[src/avg3_settings.svh]
`ifndef AVG3_SETTINGS_SVH
`define AVG3_SETTINGS_SVH

// datapath width and register file geometry
`define AVG3_DATA_W 8
`define AVG3_REG_COUNT 16
`define AVG3_ADDR_W 4

// fixed roles of the register file slots
`define AVG3_REG_OUT 4'd0
`define AVG3_REG_OPA 4'd1
`define AVG3_REG_OPB 4'd2
`define AVG3_REG_C 4'd3
`define AVG3_REG_MOD 4'd5
`define AVG3_REG_SUM 9
`define AVG3_REG_QUOT 4'd10
`define AVG3_REG_CARRY 4'd15

// minus three in two's complement and the carry corrections
`define AVG3_CONST_M3 8'hFD
`define AVG3_ONE_CARRY_LO 8'd85
`define AVG3_ONE_CARRY_HI 8'd86
`define AVG3_TWO_CARRY_LO 8'd170
`define AVG3_TWO_CARRY_HI 8'd171

`endif

[src/avg3_pkg.sv]
`default_nettype none
`include "avg3_settings.svh"

package avg3_pkg;

    typedef logic [`AVG3_DATA_W-1:0] data_t; // one operand or register word
    typedef logic [`AVG3_ADDR_W-1:0] reg_addr_t; // selects one of the sixteen slots

    typedef enum logic
    {
        alu_and = 1'b0, // bitwise and, used for the mask tests
        alu_add = 1'b1 // add with carry out
    } alu_op_e;

    // source of the value written into the register file
    typedef enum logic [2:0]
    {
        in_sel_port_a,
        in_sel_port_b,
        in_sel_const, // constant supplied by the sequencer
        in_sel_alu,
        in_sel_reg // copy of the slot named by rd_addr
    } in_sel_e;

    typedef enum logic [5:0]
    {
        st_idle, st_get_a, st_get_b, st_wait_c, st_get_c, // operand load
        st_clr_quot, st_sum_ab, st_load_c0, st_load_c1, st_sum_c0, st_sum_c1,
        st_carry0, st_carry1, st_carry2, // carry count into slot 15
        st_ld_m3, st_ld_sum, st_sub, st_inc_ld, st_inc_one, st_inc_st, // divide loop
        st_fin_ld, st_fin_one, st_fin_st, // last increment when the sum hits three
        st_and1, st_mod_test, st_mod0, st_mod1, st_mod2, // remainder into slot 5
        st_chk_cry, st_ld_cry, st_test_any, st_mask2, st_test_two,
        st_one_carry, st_one_test, st_two_carry, st_two_mask, st_two_test,
        st_set85, st_set86, st_set170, st_set171, // correction constant into slot 2
        st_add_ld, st_add_st, st_finish, st_done
    } seq_state_e;

endpackage

`default_nettype wire

[src/avg3_ctrl_if.sv]
`timescale 1ns/1ps
`default_nettype none

interface avg3_ctrl_if;

    logic we; // register file write strobe
    avg3_pkg::reg_addr_t wr_addr; // destination slot
    avg3_pkg::reg_addr_t rd_addr; // slot copied when in_sel is in_sel_reg
    avg3_pkg::in_sel_e in_sel; // write source
    avg3_pkg::data_t const_val; // constant source
    avg3_pkg::alu_op_e alu_op; // function of the alu

    // the sequencer owns every control line
    modport seq
    (
        output we, wr_addr, rd_addr, in_sel, const_val, alu_op
    );

    modport rf
    (
        input we, wr_addr, rd_addr, in_sel, const_val
    );

    modport alu
    (
        input alu_op
    );

endinterface

`default_nettype wire

[src/avg3_alu.sv]
`timescale 1ns/1ps
`default_nettype none

module avg3_alu
(
    avg3_ctrl_if.alu alu,
    input wire avg3_pkg::data_t op_a,
    input wire avg3_pkg::data_t op_b,
    output avg3_pkg::data_t alu_result,
    output logic co,
    output logic z
);

    logic [$bits(avg3_pkg::data_t):0] sum; // one extra bit holds the carry

    assign sum = {1'b0, op_a} + {1'b0, op_b};

    always_comb
    begin
        case (alu.alu_op)
            avg3_pkg::alu_add:
            begin
                alu_result = sum[$bits(avg3_pkg::data_t)-1:0];
                co = sum[$bits(avg3_pkg::data_t)]; // set when the sum passed 255
            end
            default:
            begin
                alu_result = op_a & op_b; // mask test, never carries
                co = 1'b0;
            end
        endcase
    end

    assign z = ~|alu_result; // the sequencer branches on this for both functions

    // an add that carries wraps the 8-bit sum below op_a
    always_comb
    begin
        assert (co == (alu.alu_op == avg3_pkg::alu_add && alu_result < op_a))
        else $error("carry flag %0d disagrees with result %0d of operand %0d",
                    co, alu_result, op_a);
    end

endmodule

`default_nettype wire

[src/avg3_regfile.sv]
`timescale 1ns/1ps
`default_nettype none
`include "avg3_settings.svh"

module avg3_regfile
(
    input wire logic clk,
    input wire logic reset,
    avg3_ctrl_if.rf ctrl,
    input wire avg3_pkg::data_t in_a,
    input wire avg3_pkg::data_t in_b,
    input wire avg3_pkg::data_t alu_result,
    output avg3_pkg::data_t op_a,
    output avg3_pkg::data_t op_b,
    output avg3_pkg::data_t result
);

    avg3_pkg::data_t regs [`AVG3_REG_COUNT]; // slot roles are fixed by the sequencer
    avg3_pkg::data_t wr_data; // value that lands at the next write edge

    always_comb
    begin
        case (ctrl.in_sel)
            avg3_pkg::in_sel_port_a: wr_data = in_a; // also carries C in the load phase
            avg3_pkg::in_sel_port_b: wr_data = in_b;
            avg3_pkg::in_sel_const: wr_data = ctrl.const_val;
            avg3_pkg::in_sel_alu: wr_data = alu_result;
            avg3_pkg::in_sel_reg: wr_data = regs[ctrl.rd_addr]; // slot to slot copy
            default: wr_data = '0;
        endcase
    end

    always_ff @(posedge clk or posedge reset)
    begin
        if (reset)
        begin
            for (int i = 0; i < `AVG3_REG_COUNT; i++)
                regs[i] <= '0; // result reads 0 until the first run ends
        end
        else if (ctrl.we)
        begin
            regs[ctrl.wr_addr] <= wr_data;
        end
    end

    assign op_a = regs[`AVG3_REG_OPA]; // the alu always sees slots 1 and 2
    assign op_b = regs[`AVG3_REG_OPB];
    assign result = regs[`AVG3_REG_OUT];

    // a copy onto its own slot would leave the destination unchanged
    a_copy_distinct: assert property (@(posedge clk) disable iff (reset)
        (ctrl.we && ctrl.in_sel == avg3_pkg::in_sel_reg) |-> ctrl.rd_addr != ctrl.wr_addr)
        else $error("copy of slot %0d onto itself", ctrl.wr_addr);

endmodule

`default_nettype wire

[src/avg3_sequencer.sv]
`timescale 1ns/1ps
`default_nettype none
`include "avg3_settings.svh"

module avg3_sequencer
(
    input wire logic clk,
    input wire logic reset,
    input wire logic start,
    input wire logic co,
    input wire logic z,
    avg3_ctrl_if.seq ctrl,
    output logic busy
);

    avg3_pkg::seq_state_e state;
    avg3_pkg::seq_state_e next_state;

    always_ff @(posedge clk or posedge reset)
    begin
        if (reset)
            state <= avg3_pkg::st_idle;
        else
            state <= next_state;
    end

    // co and z always describe the slots 1 and 2 of the current cycle
    always_comb
    begin
        case (state)
            avg3_pkg::st_idle: next_state = start ? avg3_pkg::st_get_a : avg3_pkg::st_idle;
            avg3_pkg::st_get_a: next_state = avg3_pkg::st_get_b;
            avg3_pkg::st_get_b: next_state = avg3_pkg::st_wait_c; // environment swaps to C
            avg3_pkg::st_wait_c: next_state = avg3_pkg::st_get_c;
            avg3_pkg::st_get_c: next_state = avg3_pkg::st_clr_quot;
            avg3_pkg::st_clr_quot: next_state = avg3_pkg::st_sum_ab;
            avg3_pkg::st_sum_ab: next_state = co ? avg3_pkg::st_load_c1 : avg3_pkg::st_load_c0;
            avg3_pkg::st_load_c0: next_state = avg3_pkg::st_sum_c0;
            avg3_pkg::st_load_c1: next_state = avg3_pkg::st_sum_c1;
            avg3_pkg::st_sum_c0: next_state = co ? avg3_pkg::st_carry1 : avg3_pkg::st_carry0;
            avg3_pkg::st_sum_c1: next_state = co ? avg3_pkg::st_carry2 : avg3_pkg::st_carry1;
            avg3_pkg::st_carry0, avg3_pkg::st_carry1, avg3_pkg::st_carry2:
                next_state = z ? avg3_pkg::st_mod0 : avg3_pkg::st_ld_m3; // zero low byte
            avg3_pkg::st_ld_m3: next_state = avg3_pkg::st_ld_sum;
            avg3_pkg::st_ld_sum: next_state = avg3_pkg::st_sub;
            avg3_pkg::st_sub:
            begin
                if (z)
                    next_state = avg3_pkg::st_fin_ld; // exactly three was left
                else if (co)
                    next_state = avg3_pkg::st_inc_ld; // more than three, keep dividing
                else
                    next_state = avg3_pkg::st_and1; // one or two left over
            end
            avg3_pkg::st_inc_ld: next_state = avg3_pkg::st_inc_one;
            avg3_pkg::st_inc_one: next_state = avg3_pkg::st_inc_st;
            avg3_pkg::st_inc_st: next_state = avg3_pkg::st_ld_m3;
            avg3_pkg::st_fin_ld: next_state = avg3_pkg::st_fin_one;
            avg3_pkg::st_fin_one: next_state = avg3_pkg::st_fin_st;
            avg3_pkg::st_fin_st: next_state = avg3_pkg::st_mod0;
            avg3_pkg::st_and1: next_state = avg3_pkg::st_mod_test;
            avg3_pkg::st_mod_test: next_state = z ? avg3_pkg::st_mod2 : avg3_pkg::st_mod1;
            avg3_pkg::st_mod0, avg3_pkg::st_mod1, avg3_pkg::st_mod2:
                next_state = avg3_pkg::st_chk_cry;
            avg3_pkg::st_chk_cry: next_state = avg3_pkg::st_ld_cry;
            avg3_pkg::st_ld_cry: next_state = avg3_pkg::st_test_any;
            avg3_pkg::st_test_any: next_state = z ? avg3_pkg::st_finish : avg3_pkg::st_mask2;
            avg3_pkg::st_mask2: next_state = avg3_pkg::st_test_two;
            avg3_pkg::st_test_two:
                next_state = z ? avg3_pkg::st_one_carry : avg3_pkg::st_two_carry;
            avg3_pkg::st_one_carry: next_state = avg3_pkg::st_one_test;
            avg3_pkg::st_one_test: next_state = z ? avg3_pkg::st_set85 : avg3_pkg::st_set86;
            avg3_pkg::st_two_carry: next_state = avg3_pkg::st_two_mask;
            avg3_pkg::st_two_mask: next_state = avg3_pkg::st_two_test;
            avg3_pkg::st_two_test: next_state = z ? avg3_pkg::st_set170 : avg3_pkg::st_set171;
            avg3_pkg::st_set85, avg3_pkg::st_set86, avg3_pkg::st_set170, avg3_pkg::st_set171:
                next_state = avg3_pkg::st_add_ld;
            avg3_pkg::st_add_ld: next_state = avg3_pkg::st_add_st;
            avg3_pkg::st_add_st: next_state = avg3_pkg::st_finish;
            avg3_pkg::st_finish: next_state = avg3_pkg::st_done;
            default: next_state = avg3_pkg::st_idle; // st_done and unused codes
        endcase
    end

    // Moore outputs, one small decode per control line
    always_comb
    begin
        case (state)
            avg3_pkg::st_idle, avg3_pkg::st_wait_c, avg3_pkg::st_mod_test,
            avg3_pkg::st_test_any, avg3_pkg::st_test_two, avg3_pkg::st_one_test,
            avg3_pkg::st_two_test, avg3_pkg::st_done: ctrl.we = 1'b0; // flag test cycles
            default: ctrl.we = 1'b1;
        endcase

        case (state)
            avg3_pkg::st_get_b, avg3_pkg::st_load_c0, avg3_pkg::st_load_c1,
            avg3_pkg::st_ld_m3, avg3_pkg::st_inc_one, avg3_pkg::st_fin_one,
            avg3_pkg::st_and1, avg3_pkg::st_chk_cry, avg3_pkg::st_mask2,
            avg3_pkg::st_two_mask, avg3_pkg::st_set85, avg3_pkg::st_set86,
            avg3_pkg::st_set170, avg3_pkg::st_set171: ctrl.wr_addr = `AVG3_REG_OPB;
            avg3_pkg::st_get_c: ctrl.wr_addr = `AVG3_REG_C;
            avg3_pkg::st_sum_c0, avg3_pkg::st_sum_c1, avg3_pkg::st_sub:
                ctrl.wr_addr = 4'(`AVG3_REG_SUM);
            avg3_pkg::st_clr_quot, avg3_pkg::st_inc_st, avg3_pkg::st_fin_st,
            avg3_pkg::st_add_st: ctrl.wr_addr = `AVG3_REG_QUOT;
            avg3_pkg::st_carry0, avg3_pkg::st_carry1, avg3_pkg::st_carry2:
                ctrl.wr_addr = `AVG3_REG_CARRY;
            avg3_pkg::st_mod0, avg3_pkg::st_mod1, avg3_pkg::st_mod2: ctrl.wr_addr = `AVG3_REG_MOD;
            avg3_pkg::st_finish: ctrl.wr_addr = `AVG3_REG_OUT;
            default: ctrl.wr_addr = `AVG3_REG_OPA; // also the idle value, we is low there
        endcase

        case (state)
            avg3_pkg::st_load_c0, avg3_pkg::st_load_c1: ctrl.rd_addr = `AVG3_REG_C;
            avg3_pkg::st_ld_sum: ctrl.rd_addr = 4'(`AVG3_REG_SUM);
            avg3_pkg::st_ld_cry: ctrl.rd_addr = `AVG3_REG_CARRY;
            avg3_pkg::st_one_carry, avg3_pkg::st_two_carry: ctrl.rd_addr = `AVG3_REG_MOD;
            default: ctrl.rd_addr = `AVG3_REG_QUOT; // quotient reloads and final copy
        endcase

        case (state)
            avg3_pkg::st_get_a, avg3_pkg::st_get_c: ctrl.in_sel = avg3_pkg::in_sel_port_a;
            avg3_pkg::st_get_b: ctrl.in_sel = avg3_pkg::in_sel_port_b;
            avg3_pkg::st_load_c0, avg3_pkg::st_load_c1, avg3_pkg::st_ld_sum,
            avg3_pkg::st_inc_ld, avg3_pkg::st_fin_ld, avg3_pkg::st_ld_cry,
            avg3_pkg::st_one_carry, avg3_pkg::st_two_carry, avg3_pkg::st_add_ld,
            avg3_pkg::st_finish: ctrl.in_sel = avg3_pkg::in_sel_reg;
            avg3_pkg::st_sum_ab, avg3_pkg::st_sum_c0, avg3_pkg::st_sum_c1,
            avg3_pkg::st_sub, avg3_pkg::st_inc_st, avg3_pkg::st_fin_st,
            avg3_pkg::st_mod1, avg3_pkg::st_add_st: ctrl.in_sel = avg3_pkg::in_sel_alu;
            default: ctrl.in_sel = avg3_pkg::in_sel_const;
        endcase

        case (state)
            avg3_pkg::st_carry1, avg3_pkg::st_inc_one, avg3_pkg::st_fin_one,
            avg3_pkg::st_and1: ctrl.const_val = 8'd1;
            avg3_pkg::st_carry2, avg3_pkg::st_mod2, avg3_pkg::st_mask2: ctrl.const_val = 8'd2;
            avg3_pkg::st_chk_cry, avg3_pkg::st_two_mask: ctrl.const_val = 8'd3; // low two bits
            avg3_pkg::st_ld_m3: ctrl.const_val = `AVG3_CONST_M3;
            avg3_pkg::st_set85: ctrl.const_val = `AVG3_ONE_CARRY_LO; // 256 is 3*85 plus 1
            avg3_pkg::st_set86: ctrl.const_val = `AVG3_ONE_CARRY_HI;
            avg3_pkg::st_set170: ctrl.const_val = `AVG3_TWO_CARRY_LO; // 512 is 3*170 plus 2
            avg3_pkg::st_set171: ctrl.const_val = `AVG3_TWO_CARRY_HI;
            default: ctrl.const_val = 8'd0;
        endcase

        case (state)
            avg3_pkg::st_mod_test, avg3_pkg::st_mod1, avg3_pkg::st_test_any,
            avg3_pkg::st_test_two, avg3_pkg::st_one_test,
            avg3_pkg::st_two_test: ctrl.alu_op = avg3_pkg::alu_and;
            default: ctrl.alu_op = avg3_pkg::alu_add;
        endcase
    end

    assign busy = (state != avg3_pkg::st_idle);

    // the result slot is written once per run, from the state two edges before busy drops
    a_out_write: assert property (@(posedge clk) disable iff (reset)
        (ctrl.we && ctrl.wr_addr == `AVG3_REG_OUT) |-> state == avg3_pkg::st_finish ##2 !busy)
        else $error("result slot written outside the final copy");

    // a zero after adding minus three means three was left, which always carries
    a_sub_flags: assert property (@(posedge clk) disable iff (reset)
        (state == avg3_pkg::st_sub && z) |-> co)
        else $error("divide step gave a zero sum without a carry");

endmodule

`default_nettype wire

[src/avg3_top.sv]
`timescale 1ns/1ps
`default_nettype none

module avg3_top
(
    input wire logic clk,
    input wire logic reset,
    input wire logic start,
    input wire avg3_pkg::data_t in_a, // A, then C two cycles later
    input wire avg3_pkg::data_t in_b,
    output wire logic busy,
    output wire avg3_pkg::data_t result
);

    wire avg3_pkg::data_t op_a; // slot 1
    wire avg3_pkg::data_t op_b; // slot 2
    wire avg3_pkg::data_t alu_result;
    wire logic co;
    wire logic z;

    avg3_ctrl_if ctrl_if ();

    avg3_sequencer avg3_sequencer_inst
    (
        .clk(clk),
        .reset(reset),
        .start(start),
        .co(co),
        .z(z),
        .ctrl(ctrl_if.seq),
        .busy(busy)
    );

    avg3_regfile avg3_regfile_inst
    (
        .clk(clk),
        .reset(reset),
        .ctrl(ctrl_if.rf),
        .in_a(in_a),
        .in_b(in_b),
        .alu_result(alu_result),
        .op_a(op_a),
        .op_b(op_b),
        .result(result)
    );

    avg3_alu avg3_alu_inst
    (
        .alu(ctrl_if.alu),
        .op_a(op_a),
        .op_b(op_b),
        .alu_result(alu_result),
        .co(co),
        .z(z)
    );

endmodule

`default_nettype wire

[config.mk]
export PLATFORM = sky130hd
export DESIGN_NAME = avg3_top
export DESIGN_NICKNAME = d
export VERILOG_FILES = /design/src/avg3_pkg.sv /design/src/avg3_ctrl_if.sv /design/src/avg3_alu.sv /design/src/avg3_regfile.sv /design/src/avg3_sequencer.sv /design/src/avg3_top.sv
export VERILOG_INCLUDE_DIRS = /design/src
export SDC_FILE = /design/constraint.sdc
export NUM_CORES = 1
export LEC_CHECK = 0
export ABC_AREA = 1
export BUFFER_PORTS_ARGS = -buffer_cell sky130_fd_sc_hd__buf_2
export CORE_MARGIN = 2
export CORE_UTILIZATION = 45
export CTS_CLUSTER_SIZE = 8
export DETAILED_ROUTE_END_ITERATION = 16
export GPL_TIMING_DRIVEN = 0
export PLACE_DENSITY = 0.66
export SLEW_MARGIN = 20
export SYNTH_ARGS = -nofsm -noshare
export SYNTH_HDL_FRONTEND = slang
export SYNTH_SLANG_ARGS = --single-unit
[constraint.sdc]
create_clock -name clk -period 3.85 [get_ports clk]
set_input_delay 1.155 -clock clk [delete_from_list [all_inputs] [get_ports clk]]
set_output_delay 1.155 -clock clk [all_outputs]
set_load 0.03 [all_outputs]
==> results.cfg <==
[worst_setup_path]
cp-start-kind = register
cp_max_fo = 10
crit_arrival_ns = 3.90
critPathRequiredTime_ns = 4.09
reg2reg_from = avg3_sequencer_inst.state[0]
reg2reg_slack_ns = 0.19
rr_worst_depth = 13
path_class = register to register
worstSetupEndpointType = register
r2r-end = avg3_regfile_inst.regs[103]

[hold_path]
worstHoldStart = avg3_regfile_inst.regs[67]
hold_depth = 1
hp-class = register to register
holdPathEnd = avg3_regfile_inst.regs[67]

[place]
io_buffers = 27
place_congestion = 0.960
post-place-ws_ns = 0.255
place_area_sq_mm = 0.00701
hpwl_mm = 16.1

[sta]
final_max_slew_viol_count = 0
rsz0062_at_grt = no
worst_slack_ns = 0.192
skew_ns = 0.0130
max_freq_mhz = 273
setup_viol = 0
hold_viol_final = 0
min_period_ns = 3.66
tightest_slew_ns = 0.701
fin_crit_sh = 0.950
slew_headroom = 0.530

[routing]
drtAntennaViolNets = 0
drtIter0Drc = 574
wl_per_cell_microns = 16.4
drt_wl_total_mm = 21.1
drc = 0
via_per_inst = 5.19
drt-pass1-iter-count = 5
vias = 6660

[final_layout]
diodes = 0
final_area_sq_mm = 0.00731
area_growth_syn_to_layout_pct = 10.6
drive_gt1_frac = 0.113
fin_nets = 1129
register_area_sq_mm = 0.00235
fillers = 1567
multi_input_area_sq_mm = 0.00365

[clock_tree]
clk-insertion-delay-late_ns = 0.36
clk_path_buf_depth = 2
htree_levels = 3
cts_tree = yes
numCtsBuffers = 9
clkTransAtPathRegs_ns = 0.07
cts-root-buf = clkbuf_16
cts.sink_count = 94

[power_and_ir_drop]
power.leakage_nw = 4.15
comb_power_share = 0.642
p_int_w = 0.00315
seq_power_share = 0.233
worst_ir_drop_vdd_uv = 350
total_switching_power_w = 0.00386
p_per_area_mw_per_mm2 = 958
swShare = 0.551
clkPwrFrac = 0.125

[die]
coreArea_sq_mm = 0.0144
initial_utilization = 0.458
num_rows = 44
pin_count = 28
die_y_microns = 125
die_w_microns = 125
die_area_sq_mm = 0.0157

[synth]
ys_async_sr_fraction = 1.00
synth.most_common_cell = nand2_1
synth_cells = 1053
ys_seq_area_frac = 0.356
synth_common_cells = nand2_1 (514), dfrtp_1 (94), inv_1 (82)
yosysTopAreaCell = dfrtp_1
synth_top_cell_area_share = 0.356
avgSynthCellArea_sq_um = 6.28
syn_nets = 1088
ys.flop_type = dfrtp_1
ys_warn_count = 0
synth_edf_count = 0
ys_top_cells_by_area = dfrtp_1 (36%), nand2_1 (29%), nand3_1 (5.6%)
ys_types = 36
syn_area_sq_mm = 0.00661
ys_ff_latch = 94

[global_route]
antenna_found_initial = 0
use_met3 = 0.0428
top_usage_layer = met2
grt_pass1_wl_mm = 33.3
overflow = 0
grt_use_total = 0.270
grt_max_degree = 50
grt_pass1_vias = 6144
met1_usage = 0.390
use_met2 = 0.423

[outcome]
status = completed

[run]
max_cap_violations = 0
## worst max path at each step
stage / startpoint / end / slack (ns) / cells past startpoint
after floorplan: reset / avg3_regfile_inst.op_a[0] / 0.25 / 1
after global placement: reset / avg3_sequencer_inst.state[3] / -0.94 / 2
after detailed placement: avg3_sequencer_inst.state[0] / avg3_regfile_inst.regs[54] / 0.25 / 16
after CTS: avg3_sequencer_inst.state[0] / avg3_regfile_inst.regs[54] / 0.25 / 16
after global routing: avg3_sequencer_inst.state[1] / avg3_regfile_inst.regs[101] / 0.05 / 15
final: avg3_sequencer_inst.state[0] / avg3_regfile_inst.regs[103] / 0.19 / 13
## flip-flops by register name, summed over array words and instances (netlist names)
register                   flops
avg3_regfile_inst.op_a         8
avg3_regfile_inst.op_b         8
avg3_regfile_inst.regs        64
avg3_regfile_inst.result       8
avg3_sequencer_inst.state      6
## through the flow
stage	hold slack [ns]	TNS, ns	instances	power (W)	utilization
final	0.463	0	1283	0.00700	0.507
after global routing	0.478	0	1283	0.00760	0.507
after detailed placement	0.449	0	1265	0.00607	0.486
after global placement	0.440	-88.20	1264	0.00605	0.483
after floorplan	0.429	0	1053	0.00473	-
after CTS	0.464	0	1281	0.00696	0.506
## critical path: stages, from the launching register on
cell and delay (ns):
dfrtp_1 0.58, inv_1 0.21, ha_1 0.24, clkbuf_1 0.27
nand3_1 0.21, nor2_1 0.09, inv_1 0.14, nand2_1 0.10
nor4_1 0.47, nand3_1 0.30, nor2_2 0.46, inv_1 0.27
nand2_1 0.13, nand2_1 0.06
## metal layers
metal / part of all wire / up-vias
li1: - / 3361
met1: 0.47 / 3064
met2: 0.45 / 208
met3: 0.059 / 27
met4: 0.023 / 0
met5: 0 / -
## final cells by class
type                       count  share of cell area
inverter                      96              0.0503
multi-input combinational    818               0.499
clock inverter                 6             0.00685
sequential                    94               0.322
buffer                        45              0.0336
timing repair buffer          30              0.0243
clock buffer                  10              0.0327
tap                          184              0.0315
## repair_timing
| item | in CTS | in global routing |
|---|---|---|
| setup buffers | 0 | 2 |
| hold buffers | 0 | 0 |
| setup endpoints to repair | 0 | 11 |
| resized for setup | 0 | 0 |
## power by group through the flow
stage                     clock network, W  registers (W)  logic (W)
final                             0.000873        0.00163    0.00450
after global routing              0.000928        0.00167    0.00500
after global placement                   0        0.00164    0.00441
after floorplan                          0        0.00155    0.00317
after CTS                         0.000883        0.00163    0.00445
after detailed placement                 0        0.00164    0.00443
## cell usage in the layout (no fill, tap or decap), types with 2 or more instances in the layout
cell / netlist / final
a21oi_1: 15 / 15
buf_2: 19 / 46
buf_4: 14 / 16
clkbuf_1: 12 / 12
clkbuf_16: 0 / 9
dfrtp_1: 94 / 94
ha_1: 15 / 15
inv_1: 82 / 81
inv_2: 12 / 12
inv_6: 0 / 4
nand2_1: 514 / 514
nand2_2: 9 / 9
nand2_4: 2 / 2
nand3_1: 74 / 74
nand3b_1: 2 / 2
nand4_1: 23 / 23
nor2_1: 80 / 80
nor2_2: 11 / 11
nor2_4: 5 / 5
nor3_1: 5 / 5
nor4_1: 4 / 4
o211ai_1: 6 / 6
o21ai_0: 28 / 28
o21ai_1: 12 / 12
o31ai_1: 2 / 2
## cells by family after synthesis
| kind of cell | share of synthesized area |
|---|---|
| xor+xnor | 0.00133 |
| buf+inv | 0.0920 |
| fa+ha+maj | 0.0314 |
| compound gates | 0.0557 |
| flops | 0.356 |
| simple gates | 0.464 |
Power figures use the tool's default switching activity.
